File: config.mk
export PLATFORM = sky130hd
export DESIGN_NAME = slam_top
export DESIGN_NICKNAME = d
export VERILOG_FILES = /design/src/common/slam_pkg.sv /design/src/logic/stage_sequencer.sv /design/src/plb/plb_engine.sv /design/src/logic/nl_result_capture.sv /design/src/logic/slam_top.sv
export SDC_FILE = /design/constraint.sdc
export NUM_CORES = 1
export LEC_CHECK = 0
export ABC_AREA = 1
export BUFFER_PORTS_ARGS = -buffer_cell sky130_fd_sc_hd__buf_2
export CAP_MARGIN = 10
export CORE_ASPECT_RATIO = 0.6
export CORE_MARGIN = 4
export CORE_UTILIZATION = 35
export DETAILED_ROUTE_END_ITERATION = 10
export PLACE_DENSITY = 0.6
export SLEW_MARGIN = 10
export SYNTH_ARGS = -nofsm -noshare
export SYNTH_HDL_FRONTEND = slang
export SYNTH_SLANG_ARGS = --single-unit
export TNS_END_PERCENT = 50
File: constraint.sdc
create_clock -name clk -period 5.42 [get_ports clk]
set_input_delay 0.542 -clock clk [delete_from_list [all_inputs] [get_ports clk]]
set_output_delay 0.542 -clock clk [all_outputs]
set_load 0.1 [all_outputs]
File: src/common/slam_pkg.sv
package slam_pkg;

  // datapath and bus widths
  localparam int DATA_W   = 32;
  localparam int ADDR_W   = 32;
  // landmark index width, matches the default ROW_LEN
  localparam int LM_IDX_W = 10;

  typedef logic signed [DATA_W-1:0] data_t;
  typedef logic [ADDR_W-1:0]        plb_addr_t;
  typedef logic [LM_IDX_W-1:0]      lm_idx_t;

  // stage codes as driven by the processor
  // code 4 (data association) is not handled here
  typedef enum logic [2:0] {
    STAGE_IDLE = 3'd0,
    STAGE_PRD  = 3'd1,
    STAGE_NEW  = 3'd2,
    STAGE_UPD  = 3'd3
  } stage_e;

  // robot pose
  typedef struct packed {
    data_t x;
    data_t y;
    data_t theta;
  } robot_state_t;

  // one landmark, two words
  typedef struct packed {
    data_t lx;
    data_t ly;
  } landmark_t;

  // innovation pair of the update stage
  typedef struct packed {
    data_t vt_1;
    data_t vt_2;
  } innov_t;

  // six raw results from the nonlinear unit
  typedef struct packed {
    data_t result_0;
    data_t result_1;
    data_t result_2;
    data_t result_3;
    data_t result_4;
    data_t result_5;
  } nl_result_t;

  // commands from sequencer to PLB engine
  typedef enum logic [2:0] {
    PLB_NONE,
    PLB_RD_ROBOT,
    PLB_RD_ROBOT_LM,
    PLB_WR_ROBOT,
    PLB_WR_LM,
    PLB_WR_INNOV
  } plb_op_e;

  // PLB word map, in words
  localparam plb_addr_t ROBOT_BASE     = 32'd0;
  localparam plb_addr_t LM_BASE        = 32'd3;
  localparam plb_addr_t INNOV_BASE     = 32'd4096;
  localparam plb_addr_t BYTES_PER_WORD = 32'd4;

  // words per region entry
  localparam int ROBOT_WORDS = 3;
  localparam int LM_WORDS    = 2;
  localparam int INNOV_WORDS = 2;

endpackage

File: src/logic/stage_sequencer.sv
module stage_sequencer #(
  parameter int ROW_LEN = 10
) (
  input  logic                clk,
  input  logic                sys_rst,
  input  slam_pkg::stage_e    i_stage_val,
  input  slam_pkg::lm_idx_t   i_l_k,
  input  logic                i_op_done,
  input  logic                i_result_valid,
  output logic                o_stage_rdy,
  output slam_pkg::plb_op_e   o_plb_op,
  output slam_pkg::lm_idx_t   o_lm_idx,
  output logic                o_init_predict,
  output logic                o_init_newlm,
  output logic                o_init_update
);

  import slam_pkg::*;

  // phases of one stage
  typedef enum logic [2:0] {
    S_IDLE,
    S_FETCH,
    S_LAUNCH,
    S_WAIT,
    S_WRITE
  } seq_state_e;

  seq_state_e         state;
  seq_state_e         state_nxt;
  stage_e             stage_q;
  logic [ROW_LEN-1:0] l_k_q;
  logic               stage_ok;
  logic               accept;

  // only predict, new landmark and update start a stage
  assign stage_ok = (i_stage_val == STAGE_PRD) ||
                    (i_stage_val == STAGE_NEW) ||
                    (i_stage_val == STAGE_UPD);
  assign accept   = (state == S_IDLE) && stage_ok;

  // ready is a level, low for the whole stage
  assign o_stage_rdy = (state == S_IDLE);

  // index held for the engine's address math
  assign o_lm_idx = lm_idx_t'(l_k_q);

  // one-cycle init in the launch phase, by stage kind
  assign o_init_predict = (state == S_LAUNCH) && (stage_q == STAGE_PRD);
  assign o_init_newlm   = (state == S_LAUNCH) && (stage_q == STAGE_NEW);
  assign o_init_update  = (state == S_LAUNCH) && (stage_q == STAGE_UPD);

  always_comb begin
    state_nxt = state;
    case (state)
      S_IDLE: begin
        if (accept) begin
          state_nxt = S_FETCH;
        end
      end
      // wait for last read word to land
      S_FETCH: begin
        if (i_op_done) begin
          state_nxt = S_LAUNCH;
        end
      end
      S_LAUNCH: begin
        state_nxt = S_WAIT;
      end
      // nonlinear latency is open ended
      S_WAIT: begin
        if (i_result_valid) begin
          state_nxt = S_WRITE;
        end
      end
      S_WRITE: begin
        if (i_op_done) begin
          state_nxt = S_IDLE;
        end
      end
      default: begin
        state_nxt = S_IDLE;
      end
    endcase
  end

  // engine command, a pulse on the phase entry edge
  always_comb begin
    o_plb_op = PLB_NONE;
    if (accept) begin
      // predict needs only the pose
      if (i_stage_val == STAGE_PRD) begin
        o_plb_op = PLB_RD_ROBOT;
      end else begin
        o_plb_op = PLB_RD_ROBOT_LM;
      end
    end else if ((state == S_WAIT) && i_result_valid) begin
      case (stage_q)
        STAGE_PRD: o_plb_op = PLB_WR_ROBOT;
        STAGE_NEW: o_plb_op = PLB_WR_LM;
        default:   o_plb_op = PLB_WR_INNOV;
      endcase
    end
  end

  always_ff @(posedge clk) begin
    if (sys_rst) begin
      state   <= S_IDLE;
      stage_q <= STAGE_IDLE;
      l_k_q   <= '0;
    end else begin
      state <= state_nxt;
      // stage code and index sampled on acceptance
      if (accept) begin
        stage_q <= i_stage_val;
        l_k_q   <= i_l_k[ROW_LEN-1:0];
      end
    end
  end

endmodule

File: src/plb/plb_engine.sv
module plb_engine #(
  parameter int ROW_LEN = 10
) (
  input  logic                   clk,
  input  logic                   sys_rst,
  input  slam_pkg::plb_op_e      i_plb_op,
  input  slam_pkg::lm_idx_t      i_lm_idx,
  input  slam_pkg::robot_state_t i_robot_upd,
  input  slam_pkg::landmark_t    i_lm_upd,
  input  slam_pkg::innov_t       i_innov,
  input  slam_pkg::data_t        i_plb_dout,
  output logic                   o_plb_en,
  output logic                   o_plb_we,
  output slam_pkg::plb_addr_t    o_plb_addr,
  output slam_pkg::data_t        o_plb_din,
  output logic                   o_op_done,
  output slam_pkg::robot_state_t o_robot,
  output slam_pkg::landmark_t    o_lm
);

  import slam_pkg::*;

  plb_op_e      op_q;
  logic         busy;
  logic [2:0]   word_cnt;
  logic [2:0]   last_idx;
  logic         is_wr;
  logic         last_word;
  plb_addr_t    lm_word;
  plb_addr_t    word_idx;
  // read return pipeline, one cycle behind the port
  logic         rd_vld_q;
  logic [2:0]   rd_idx_q;
  logic         rd_last_q;
  robot_state_t robot_q;
  landmark_t    lm_q;

  // word count of each command, minus one
  always_comb begin
    case (op_q)
      PLB_RD_ROBOT:    last_idx = 3'(ROBOT_WORDS - 1);
      PLB_RD_ROBOT_LM: last_idx = 3'(ROBOT_WORDS + LM_WORDS - 1);
      PLB_WR_ROBOT:    last_idx = 3'(ROBOT_WORDS - 1);
      PLB_WR_LM:       last_idx = 3'(LM_WORDS - 1);
      PLB_WR_INNOV:    last_idx = 3'(INNOV_WORDS - 1);
      default:         last_idx = 3'd0;
    endcase
  end

  assign is_wr     = (op_q == PLB_WR_ROBOT) || (op_q == PLB_WR_LM) ||
                     (op_q == PLB_WR_INNOV);
  assign last_word = busy && (word_cnt == last_idx);

  // first word of landmark k, region scales with ROW_LEN
  assign lm_word = LM_BASE + plb_addr_t'(LM_WORDS) * plb_addr_t'(i_lm_idx[ROW_LEN-1:0]);

  // word index for the current count
  always_comb begin
    case (op_q)
      PLB_RD_ROBOT, PLB_WR_ROBOT: begin
        word_idx = ROBOT_BASE + plb_addr_t'(word_cnt);
      end
      // pose words first, then the landmark pair
      PLB_RD_ROBOT_LM: begin
        if (word_cnt < 3'(ROBOT_WORDS)) begin
          word_idx = ROBOT_BASE + plb_addr_t'(word_cnt);
        end else begin
          word_idx = lm_word + plb_addr_t'(word_cnt - 3'(ROBOT_WORDS));
        end
      end
      PLB_WR_LM:    word_idx = lm_word + plb_addr_t'(word_cnt);
      PLB_WR_INNOV: word_idx = INNOV_BASE + plb_addr_t'(word_cnt);
      default:      word_idx = ROBOT_BASE;
    endcase
  end

  // write data from the capture block's registers
  always_comb begin
    o_plb_din = '0;
    case (op_q)
      PLB_WR_ROBOT: begin
        case (word_cnt)
          3'd0:    o_plb_din = i_robot_upd.x;
          3'd1:    o_plb_din = i_robot_upd.y;
          default: o_plb_din = i_robot_upd.theta;
        endcase
      end
      PLB_WR_LM: begin
        o_plb_din = (word_cnt == 3'd0) ? i_lm_upd.lx : i_lm_upd.ly;
      end
      PLB_WR_INNOV: begin
        o_plb_din = (word_cnt == 3'd0) ? i_innov.vt_1 : i_innov.vt_2;
      end
      default: begin
        o_plb_din = '0;
      end
    endcase
  end

  // port driven straight from the counter state
  assign o_plb_en   = busy;
  assign o_plb_we   = busy && is_wr;
  assign o_plb_addr = word_idx * BYTES_PER_WORD;

  // writes finish on their last word, reads when last data lands
  assign o_op_done = (last_word && is_wr) || rd_last_q;

  always_ff @(posedge clk) begin
    if (sys_rst) begin
      busy      <= 1'b0;
      op_q      <= PLB_NONE;
      word_cnt  <= '0;
      rd_vld_q  <= 1'b0;
      rd_idx_q  <= '0;
      rd_last_q <= 1'b0;
    end else begin
      rd_vld_q  <= busy && !is_wr;
      rd_idx_q  <= word_cnt;
      rd_last_q <= last_word && !is_wr;
      if (!busy) begin
        // new command, first word next cycle
        if (i_plb_op != PLB_NONE) begin
          busy     <= 1'b1;
          op_q     <= i_plb_op;
          word_cnt <= '0;
        end
      end else if (last_word) begin
        busy     <= 1'b0;
        op_q     <= PLB_NONE;
        word_cnt <= '0;
      end else begin
        word_cnt <= word_cnt + 3'd1;
      end
    end
  end

  // returning words steered by the delayed count
  always_ff @(posedge clk) begin
    if (rd_vld_q) begin
      case (rd_idx_q)
        3'd0:    robot_q.x     <= i_plb_dout;
        3'd1:    robot_q.y     <= i_plb_dout;
        3'd2:    robot_q.theta <= i_plb_dout;
        3'd3:    lm_q.lx       <= i_plb_dout;
        default: lm_q.ly       <= i_plb_dout;
      endcase
    end
  end

  assign o_robot = robot_q;
  assign o_lm    = lm_q;

endmodule

File: src/logic/nl_result_capture.sv
module nl_result_capture (
  input  logic                   clk,
  input  logic                   sys_rst,
  input  logic                   i_done_predict,
  input  logic                   i_done_newlm,
  input  logic                   i_done_update,
  input  slam_pkg::nl_result_t   i_result,
  input  slam_pkg::robot_state_t i_robot,
  input  slam_pkg::landmark_t    i_lm,
  input  slam_pkg::data_t        i_rk,
  input  slam_pkg::data_t        i_phi,
  output slam_pkg::robot_state_t o_robot_upd,
  output slam_pkg::landmark_t    o_lm_upd,
  output slam_pkg::innov_t       o_innov,
  output logic                   o_result_valid
);

  // predicted pose
  // result_2/result_3 are the x/y steps, result_1 the heading step
  always_ff @(posedge clk) begin
    if (sys_rst) begin
      o_robot_upd <= '0;
    end else if (i_done_predict) begin
      o_robot_upd.x     <= i_robot.x + i_result.result_2;
      o_robot_upd.y     <= i_robot.y + i_result.result_3;
      o_robot_upd.theta <= i_robot.theta + i_result.result_1;
    end
  end

  // new landmark position
  // x and y offsets come crossed in result_3/result_2
  always_ff @(posedge clk) begin
    if (sys_rst) begin
      o_lm_upd <= '0;
    end else if (i_done_newlm) begin
      o_lm_upd.lx <= i_lm.lx + i_result.result_3;
      o_lm_upd.ly <= i_lm.ly + i_result.result_2;
    end
  end

  // innovation, measured minus predicted range and bearing
  always_ff @(posedge clk) begin
    if (sys_rst) begin
      o_innov <= '0;
    end else if (i_done_update) begin
      o_innov.vt_1 <= i_rk - i_result.result_0;
      o_innov.vt_2 <= i_phi - i_result.result_1;
    end
  end

  // any done, one cycle late, lines up with the registered values
  always_ff @(posedge clk) begin
    if (sys_rst) begin
      o_result_valid <= 1'b0;
    end else begin
      o_result_valid <= i_done_predict || i_done_newlm || i_done_update;
    end
  end

endmodule

File: src/logic/slam_top.sv
module slam_top #(
  parameter int ROW_LEN = 10
) (
  input  logic                 clk,
  input  logic                 sys_rst,

  // stage command from the processor
  input  slam_pkg::stage_e     i_stage_val,
  output logic                 o_stage_rdy,
  input  slam_pkg::lm_idx_t    i_l_k,
  input  slam_pkg::data_t      i_rk,
  input  slam_pkg::data_t      i_phi,

  // shared block RAM port
  output logic                 o_plb_en,
  output logic                 o_plb_we,
  output slam_pkg::plb_addr_t  o_plb_addr,
  output slam_pkg::data_t      o_plb_din,
  input  slam_pkg::data_t      i_plb_dout,

  // nonlinear unit, start pulses and operands
  output logic                 o_init_predict,
  output logic                 o_init_newlm,
  output logic                 o_init_update,
  output slam_pkg::data_t      o_xk,
  output slam_pkg::data_t      o_yk,
  output slam_pkg::data_t      o_xita,
  output slam_pkg::data_t      o_lkx,
  output slam_pkg::data_t      o_lky,

  // nonlinear unit, done pulses and results
  input  logic                 i_done_predict,
  input  logic                 i_done_newlm,
  input  logic                 i_done_update,
  input  slam_pkg::data_t      i_result_0,
  input  slam_pkg::data_t      i_result_1,
  input  slam_pkg::data_t      i_result_2,
  input  slam_pkg::data_t      i_result_3,
  input  slam_pkg::data_t      i_result_4,
  input  slam_pkg::data_t      i_result_5
);

  import slam_pkg::*;

  plb_op_e      plb_op;
  lm_idx_t      lm_idx;
  logic         op_done;
  logic         result_valid;
  robot_state_t robot;
  landmark_t    lm;
  robot_state_t robot_upd;
  landmark_t    lm_upd;
  innov_t       innov;
  nl_result_t   nl_result;

  // bundle the six result buses
  assign nl_result = '{
    result_0: i_result_0,
    result_1: i_result_1,
    result_2: i_result_2,
    result_3: i_result_3,
    result_4: i_result_4,
    result_5: i_result_5
  };

  // fetched state straight to the nonlinear unit
  assign o_xk   = robot.x;
  assign o_yk   = robot.y;
  assign o_xita = robot.theta;
  assign o_lkx  = lm.lx;
  assign o_lky  = lm.ly;

  stage_sequencer #(
    .ROW_LEN (ROW_LEN)
  ) u_stage_sequencer (
    .clk            (clk),
    .sys_rst        (sys_rst),
    .i_stage_val    (i_stage_val),
    .i_l_k          (i_l_k),
    .i_op_done      (op_done),
    .i_result_valid (result_valid),
    .o_stage_rdy    (o_stage_rdy),
    .o_plb_op       (plb_op),
    .o_lm_idx       (lm_idx),
    .o_init_predict (o_init_predict),
    .o_init_newlm   (o_init_newlm),
    .o_init_update  (o_init_update)
  );

  plb_engine #(
    .ROW_LEN (ROW_LEN)
  ) u_plb_engine (
    .clk         (clk),
    .sys_rst     (sys_rst),
    .i_plb_op    (plb_op),
    .i_lm_idx    (lm_idx),
    .i_robot_upd (robot_upd),
    .i_lm_upd    (lm_upd),
    .i_innov     (innov),
    .i_plb_dout  (i_plb_dout),
    .o_plb_en    (o_plb_en),
    .o_plb_we    (o_plb_we),
    .o_plb_addr  (o_plb_addr),
    .o_plb_din   (o_plb_din),
    .o_op_done   (op_done),
    .o_robot     (robot),
    .o_lm        (lm)
  );

  nl_result_capture u_nl_result_capture (
    .clk            (clk),
    .sys_rst        (sys_rst),
    .i_done_predict (i_done_predict),
    .i_done_newlm   (i_done_newlm),
    .i_done_update  (i_done_update),
    .i_result       (nl_result),
    .i_robot        (robot),
    .i_lm           (lm),
    .i_rk           (i_rk),
    .i_phi          (i_phi),
    .o_robot_upd    (robot_upd),
    .o_lm_upd       (lm_upd),
    .o_innov        (innov),
    .o_result_valid (result_valid)
  );

endmodule

==> Word level (Yosys, flattened, before mapping) <==
Cells that the tools add are included.
{ "word_totals": {"ff_bits": 413, "inputBits": 306, "output_inout_bits": 230, "wordCells": 120} }
{ "classes": {"add_sub_neg": 13, "n_lt_le_gt_ge": 1, "eq_ne": 25, "mux": 25, "n_bitwise": 1, "reduce_logical": 33} }
{ "ops": {"columns": ["operator", "n"], "rows": [
  ["adder 32 bit", 5],
  ["one-hot mux 30 bit (4 select lines)", 1],
  ["one-hot mux 32 bit (3 select lines)", 1],
  ["two-way mux 32 bit", 2],
  ["one-hot mux 32 bit (2 select lines)", 1],
  ["subtractor 32 bit", 2],
  ["two-way mux 3 bit", 12],
  ["adder 30 x 3 -> 30 bit", 1],
  ["adder 30 bit", 1],
  ["equality test 3 x 2 -> 1 bit, second input constant", 10],
  ["two-way mux 30 bit", 1],
  ["equality test 3 x 1 -> 1 bit, second input constant", 6],
  ["one-hot mux 3 bit (5 select lines)", 1],
  ["adder 13 x 3 -> 14 bit, first input constant", 1],
  ["adder 2 x 11 -> 12 bit, first input constant", 1],
  ["AND reduction 2 bit", 6],
  ["logical AND 1 bit", 10],
  ["equality test 3 bit, second input constant", 3],
  ["logical NOT 3 bit", 3],
  ["one-hot mux 3 bit (3 select lines)", 1],
  ["logical OR 1 bit", 7],
  ["!= test 2 bit, second input constant", 3],
  ["one-hot mux 3 bit (2 select lines)", 1],
  ["!= test 2 x 1 -> 1 bit, second input constant", 2],
  ["other kinds (13)", 16]
]} }

==> Longest topological paths before layout <==
{ "depth": {"ltp_word": 9, "mapped_depth": 19, "depth_no_buf": 19} }

==> Cells and area by module <==
From an unflattened synthesis, not the netlist that was laid out.
{ "unflattened": {"cells_unflattened": 5732, "area_unflattened_um2": 34640.7} }
{ "modules_own_cells": {"columns": ["module", "instances", "cells_each", "area_per_inst_um2", "seq_area_each_um2"], "rows": [
  ["nl_result_capture", 1, 4731, 25196.7, 4504.3],
  ["plb_engine", 1, 901, 8730.9, 5044.8],
  ["stage_sequencer", 1, 100, 713.2, 320.3]
]} }

==> Least setup slack after synthesis <==
Ideal clock, no wire load.
{ "synth_path": {"path_kind": "register to output", "start": "register u_stage_sequencer.l_k_q[0], in the netlist u_stage_sequencer.o_lm_idx[0]", "end": "output o_plb_addr[14]", "arrival_time_ps": 4441, "required_ps": 4878, "path_slack_ps": 437, "stages_incl_launch_ff": 13, "n_path_buf": 0, "path_cell_list": "dfxtp_1 > ha_1 > nand2_2 > clkinv_2 > nand4_1 > xor2_1 > inv_1 > ha_1 > a21oi_1 > o21ai_0 > a21oi_4 > ha_1 > o21ai_0"} }
{ "synth_between": {"elab_chain_cells": 4, "word_cells_on_any_way": 5, "classes_between": "add/sub: 3; mux: 2"} }
{ "synth_rtl": {"columns": ["item", "line", "source"], "rows": [
  ["start: declaration", "stage_sequencer.sv:32", "logic [ROW_LEN-1:0] l_k_q;"],
  ["start signal: assignment", "stage_sequencer.sv:116", "l_k_q <= i_l_k[ROW_LEN-1:0];"],
  ["adder 2 x 11 -> 12 bit (*)", "plb_engine.sv:55", "assign lm_word = LM_BASE + plb_addr_t'(LM_WORDS) * plb_addr_t'(i_lm_idx[ROW_LEN-1:0]);"],
  ["adder 30 bit", "plb_engine.sv:68", "word_idx = lm_word + plb_addr_t'(word_cnt - 3'(ROBOT_WORDS));"],
  ["two-way mux 30 bit", "plb_engine.sv:65", "if (word_cnt < 3'(ROBOT_WORDS)) begin"],
  ["one-hot mux 30 bit (4 select lines) (*)", "plb_engine.sv:59", "case (op_q)"],
  ["end: declaration", "slam_top.sv:17", "output slam_pkg::plb_addr_t o_plb_addr,"]
]} }
Every way passes the cells marked *; elsewhere a longest branch is shown, timed or not.

==> Worst setup path in the final report <==
{ "layout_path": {"start": "register u_plb_engine.word_cnt[0]", "end": "output o_plb_addr[15]"} }
{ "layout_between": {"elab_chain_cells": 4, "word_cells_on_any_way": 7, "classes_between": "add/sub: 4; order compare: 1; mux: 2"} }
{ "layout_rtl": {"columns": ["item", "line", "source"], "rows": [
  ["start: declaration", "plb_engine.sv:25", "logic [2:0] word_cnt;"],
  ["start signal: assignment", "plb_engine.sv:132", "word_cnt <= word_cnt + 3'd1;"],
  ["subtractor 3 x 2 -> 4 bit", "plb_engine.sv:68", null],
  ["adder 30 bit", "plb_engine.sv:68", null],
  ["two-way mux 30 bit", "plb_engine.sv:65", null],
  ["one-hot mux 30 bit (4 select lines) (*)", "plb_engine.sv:59", null]
]} }
Marked as above.

==> flow_metrics.tcl <==
set metrics [dict create \
    setup_viol_count_final 0 \
    synth.distinct_cells 52 \
    power_density_nw_per_um2 257 \
    design_area_um2 36300 \
    grt_usage_pct 30.7 \
    clk_pin_slew_worst_paths_ns 0.07 \
    yosys_warnings 0 \
    ys_async_sr_fraction_pct 0 \
    hold_slack_ns 0.200 \
    rsz0062_at_grt "no" \
    leakagePower_nw 17.9 \
    tightest_slew_ns 1.09 \
    syn_avg_cell_area_um2 6.72 \
    final.setup.worst_slack_ns 0.784 \
    grt_pass1_wl_um 210000 \
    power_frac_seq_pct 37.5 \
    setup_tns_ns 0 \
    synth_common_cells "889 x nand2_1, 708 x inv_1, 564 x nor2_1" \
    clkPwrFrac_pct 36.2 \
    die_y_um 239 \
    swShare_pct 35.9 \
    required_ns 4.88 \
    relSlewSlack_pct 27.4 \
    fin_crit_ns 4.64 \
    peakVddDrop_mv 0.206 \
    path_class "reg2out" \
    syn-cell-area_um2 31200 \
    io-pin-count 536 \
    routedWlPerCell_um 24.1 \
    start_util_pct 35.4 \
    rows 84 \
    clock_sinks 413 \
    clk_latency_ns 0.62 \
    dr.first_iter.drc_count 4513 \
    portBuffers 469 \
    p_switching_mw 3.36 \
    die_w_um 393 \
    hold_buffers 0 \
    drive_above_1_share_pct 12.0 \
    yosysSeqAreaShare_pct 31.7 \
    drc_errors 0 \
    combPwrFrac_pct 26.3 \
    min_path_type "in2reg" \
    synthCells 4640 \
    ys_ff_latch 413 \
    synth_flop_cell "dfxtp_1" \
    drv_slew 0 \
    synth_edf_count 160 \
    syn_to_final_growth_pct 16.6 \
    ctsResizeCount 0 \
    dp.cells 6181 \
    antenna_found_initial 20 \
    hold_viol_final 0 \
    final_nets 5616 \
    first_global_vias 30200 \
    htreeDepth 2 \
    finalPower_mw 9.36 \
    gp_congestion 0.983 \
    cts_buffers 46 \
    yosysMostFrequentCell "nand2_1" \
    clock-root-buffer "clkbuf_16" \
    p_int_mw 5.99 \
    crit_path_start_kind "flop" \
    cts_tree "built" \
    globalRoute.totalOverflow 0 \
    finalNonFillerCells 6268 \
    ant_nets 0 \
    wirelength_um 151000 \
    final_core_util_pct 41.3 \
    cts_buffer_depth 3 \
    synth_top_area_share_pct 16.3 \
    dpl.hpwl_um 126000 \
    die_area_um2 94000 \
    dr.pass1.iters 5 \
    viasPerCell 5.48 \
    synth.area.top_cells "dfxtp_1 16%, edfxtp_1 15%, nand2_1 11%" \
    grt_max_degree 109 \
    cp-end-kind "primary output" \
    fin_skew_ns 0.0224 \
    fmax_mhz 216 \
    path_max_fanout 12 \
    outcome "complete, no violations" \
    vias 34300 \
    dp_slack_ns 1.45 \
    core_um2 88000 \
    post-route-period-util_pct 85.5 \
    post_cts_buffers 0 \
    crit_arrival_ns 4.09 \
    placed_area_um2 34700 \
    cap_violations 0 \
    synth_area_leader_cell "dfxtp_1" \
]
state kept, by name, indices dropped and copies added, names as in the netlist:
name	flops
u_plb_engine.rd_vld_q	1
u_plb_engine.o_robot	96
u_plb_engine.rd_idx_q	3
u_stage_sequencer.o_lm_idx	10
u_plb_engine.rd_last_q	1
u_nl_result_capture.o_lm_upd	64
u_stage_sequencer.stage_q	3
u_plb_engine.o_plb_en	1
u_plb_engine.op_q	3
u_plb_engine.word_cnt	3
u_plb_engine.o_lm	64
u_stage_sequencer.state	3
u_nl_result_capture.o_innov	64
u_nl_result_capture.o_robot_upd	96
u_nl_result_capture.o_result_valid	1
power by group through the flow:
stage / combinational, mW / sequential [mW] / clock, mW
global route: 2.67 / 3.52 / 3.55
floorplan: 1.42 / 3.60 / 0
detailed placement: 2.36 / 3.57 / 0
finish: 2.46 / 3.51 / 3.39
CTS: 2.38 / 3.50 / 3.41
global placement: 2.37 / 3.57 / 0
metal layers:
| layer | share of wire [%] | track usage, % | up-vias |
|---|---|---|---|
| li1 | - | - | 16300 |
| met1 | 49 | 49.5 | 16100 |
| met2 | 37 | 39.1 | 1796 |
| met3 | 13 | 9.36 | 104 |
| met4 | 1.5 | 4.94 | 2 |
| met5 | 0.0086 | 0 | - |
worst paths after layout:
path | from | endpoint | slack, ns | cells past startpoint
worst max-delay path | u_plb_engine.word_cnt[0]$_SDFFE_PP0P_ | o_plb_addr[15] | 0.78 | 19
worst min register to register | u_stage_sequencer.stage_q[0]$_SDFFE_PP0P_ | u_stage_sequencer.stage_q[0]$_SDFFE_PP0P_ | 0.48 | 2
worst max register to register | u_plb_engine.o_robot[64]$_DFFE_PP_ | u_nl_result_capture.o_robot_upd[94]$_SDFFE_PP0P_ | 2.38 | 13
worst min-delay path | i_l_k[9] | u_stage_sequencer.o_lm_idx[9]$_SDFFE_PP0P_ | 0.20 | 3
area by class of cell:
class | count | area [µm²]
flip-flops and latches | 413 | 9870
well taps | 1161 | 1450
clock buffers | 60 | 1350
inverters | 717 | 2690
clock inverters | 25 | 249
fillers | 9423 | 51600
repair buffers | 492 | 2540
multi-input cells | 3398 | 18200
diodes | 2 | 5.00
layout by cell type (no fill, tap or decap), drive strengths merged, types with 7 or more instances in the layout:
| master | n |
|---|---|
| and2 | 7 |
| fa | 8 |
| nor4 | 27 |
| nor2 | 571 |
| nand3 | 312 |
| o21bai | 22 |
| xor2 | 82 |
| o22ai | 29 |
| o2111ai | 7 |
| nand4 | 58 |
| inv | 718 |
| o21ai | 442 |
| ha | 234 |
| a21oi | 473 |
| nand3b | 17 |
| xnor2 | 29 |
| a21o | 13 |
| nor3 | 58 |
| clkinv | 20 |
| buf | 492 |
| o211ai | 48 |
| o21a | 31 |
| nand2 | 901 |
| o221ai | 15 |
| edfxtp | 160 |
| dfxtp | 253 |
| clkbuf | 60 |
worst max-delay path: stages (launching register included):
cell and delay [ns]:
dfxtp_1 0.61, ha_1 0.24, inv_1 0.05, ha_1 0.27, inv_1 0.07, ha_1 0.38, a21oi_1 0.09, nand2_1 0.09
nand3_2 0.10, o21ai_2 0.20, nand3_2 0.09, nand2_2 0.11, nand2_1 0.09, nand2_1 0.09, nand2_1 0.06, nand2_2 0.10
inv_1 0.05, ha_1 0.28, nor2_1 0.10, buf_2 0.43
kinds of logic after synthesis:
family                     Yosys count  synth area share (%)
and+or+nand+nor                   1957                  26.3
AOI/OAI and AO/OA                 1086                  18.9
buffers and inverters              830                  10.1
DFF                                413                  31.7
adders and majority gates          242                  9.91
xor gates and xnor gates           111                  3.12
other                                1                0.0120
Power figures use the tool's default switching activity.
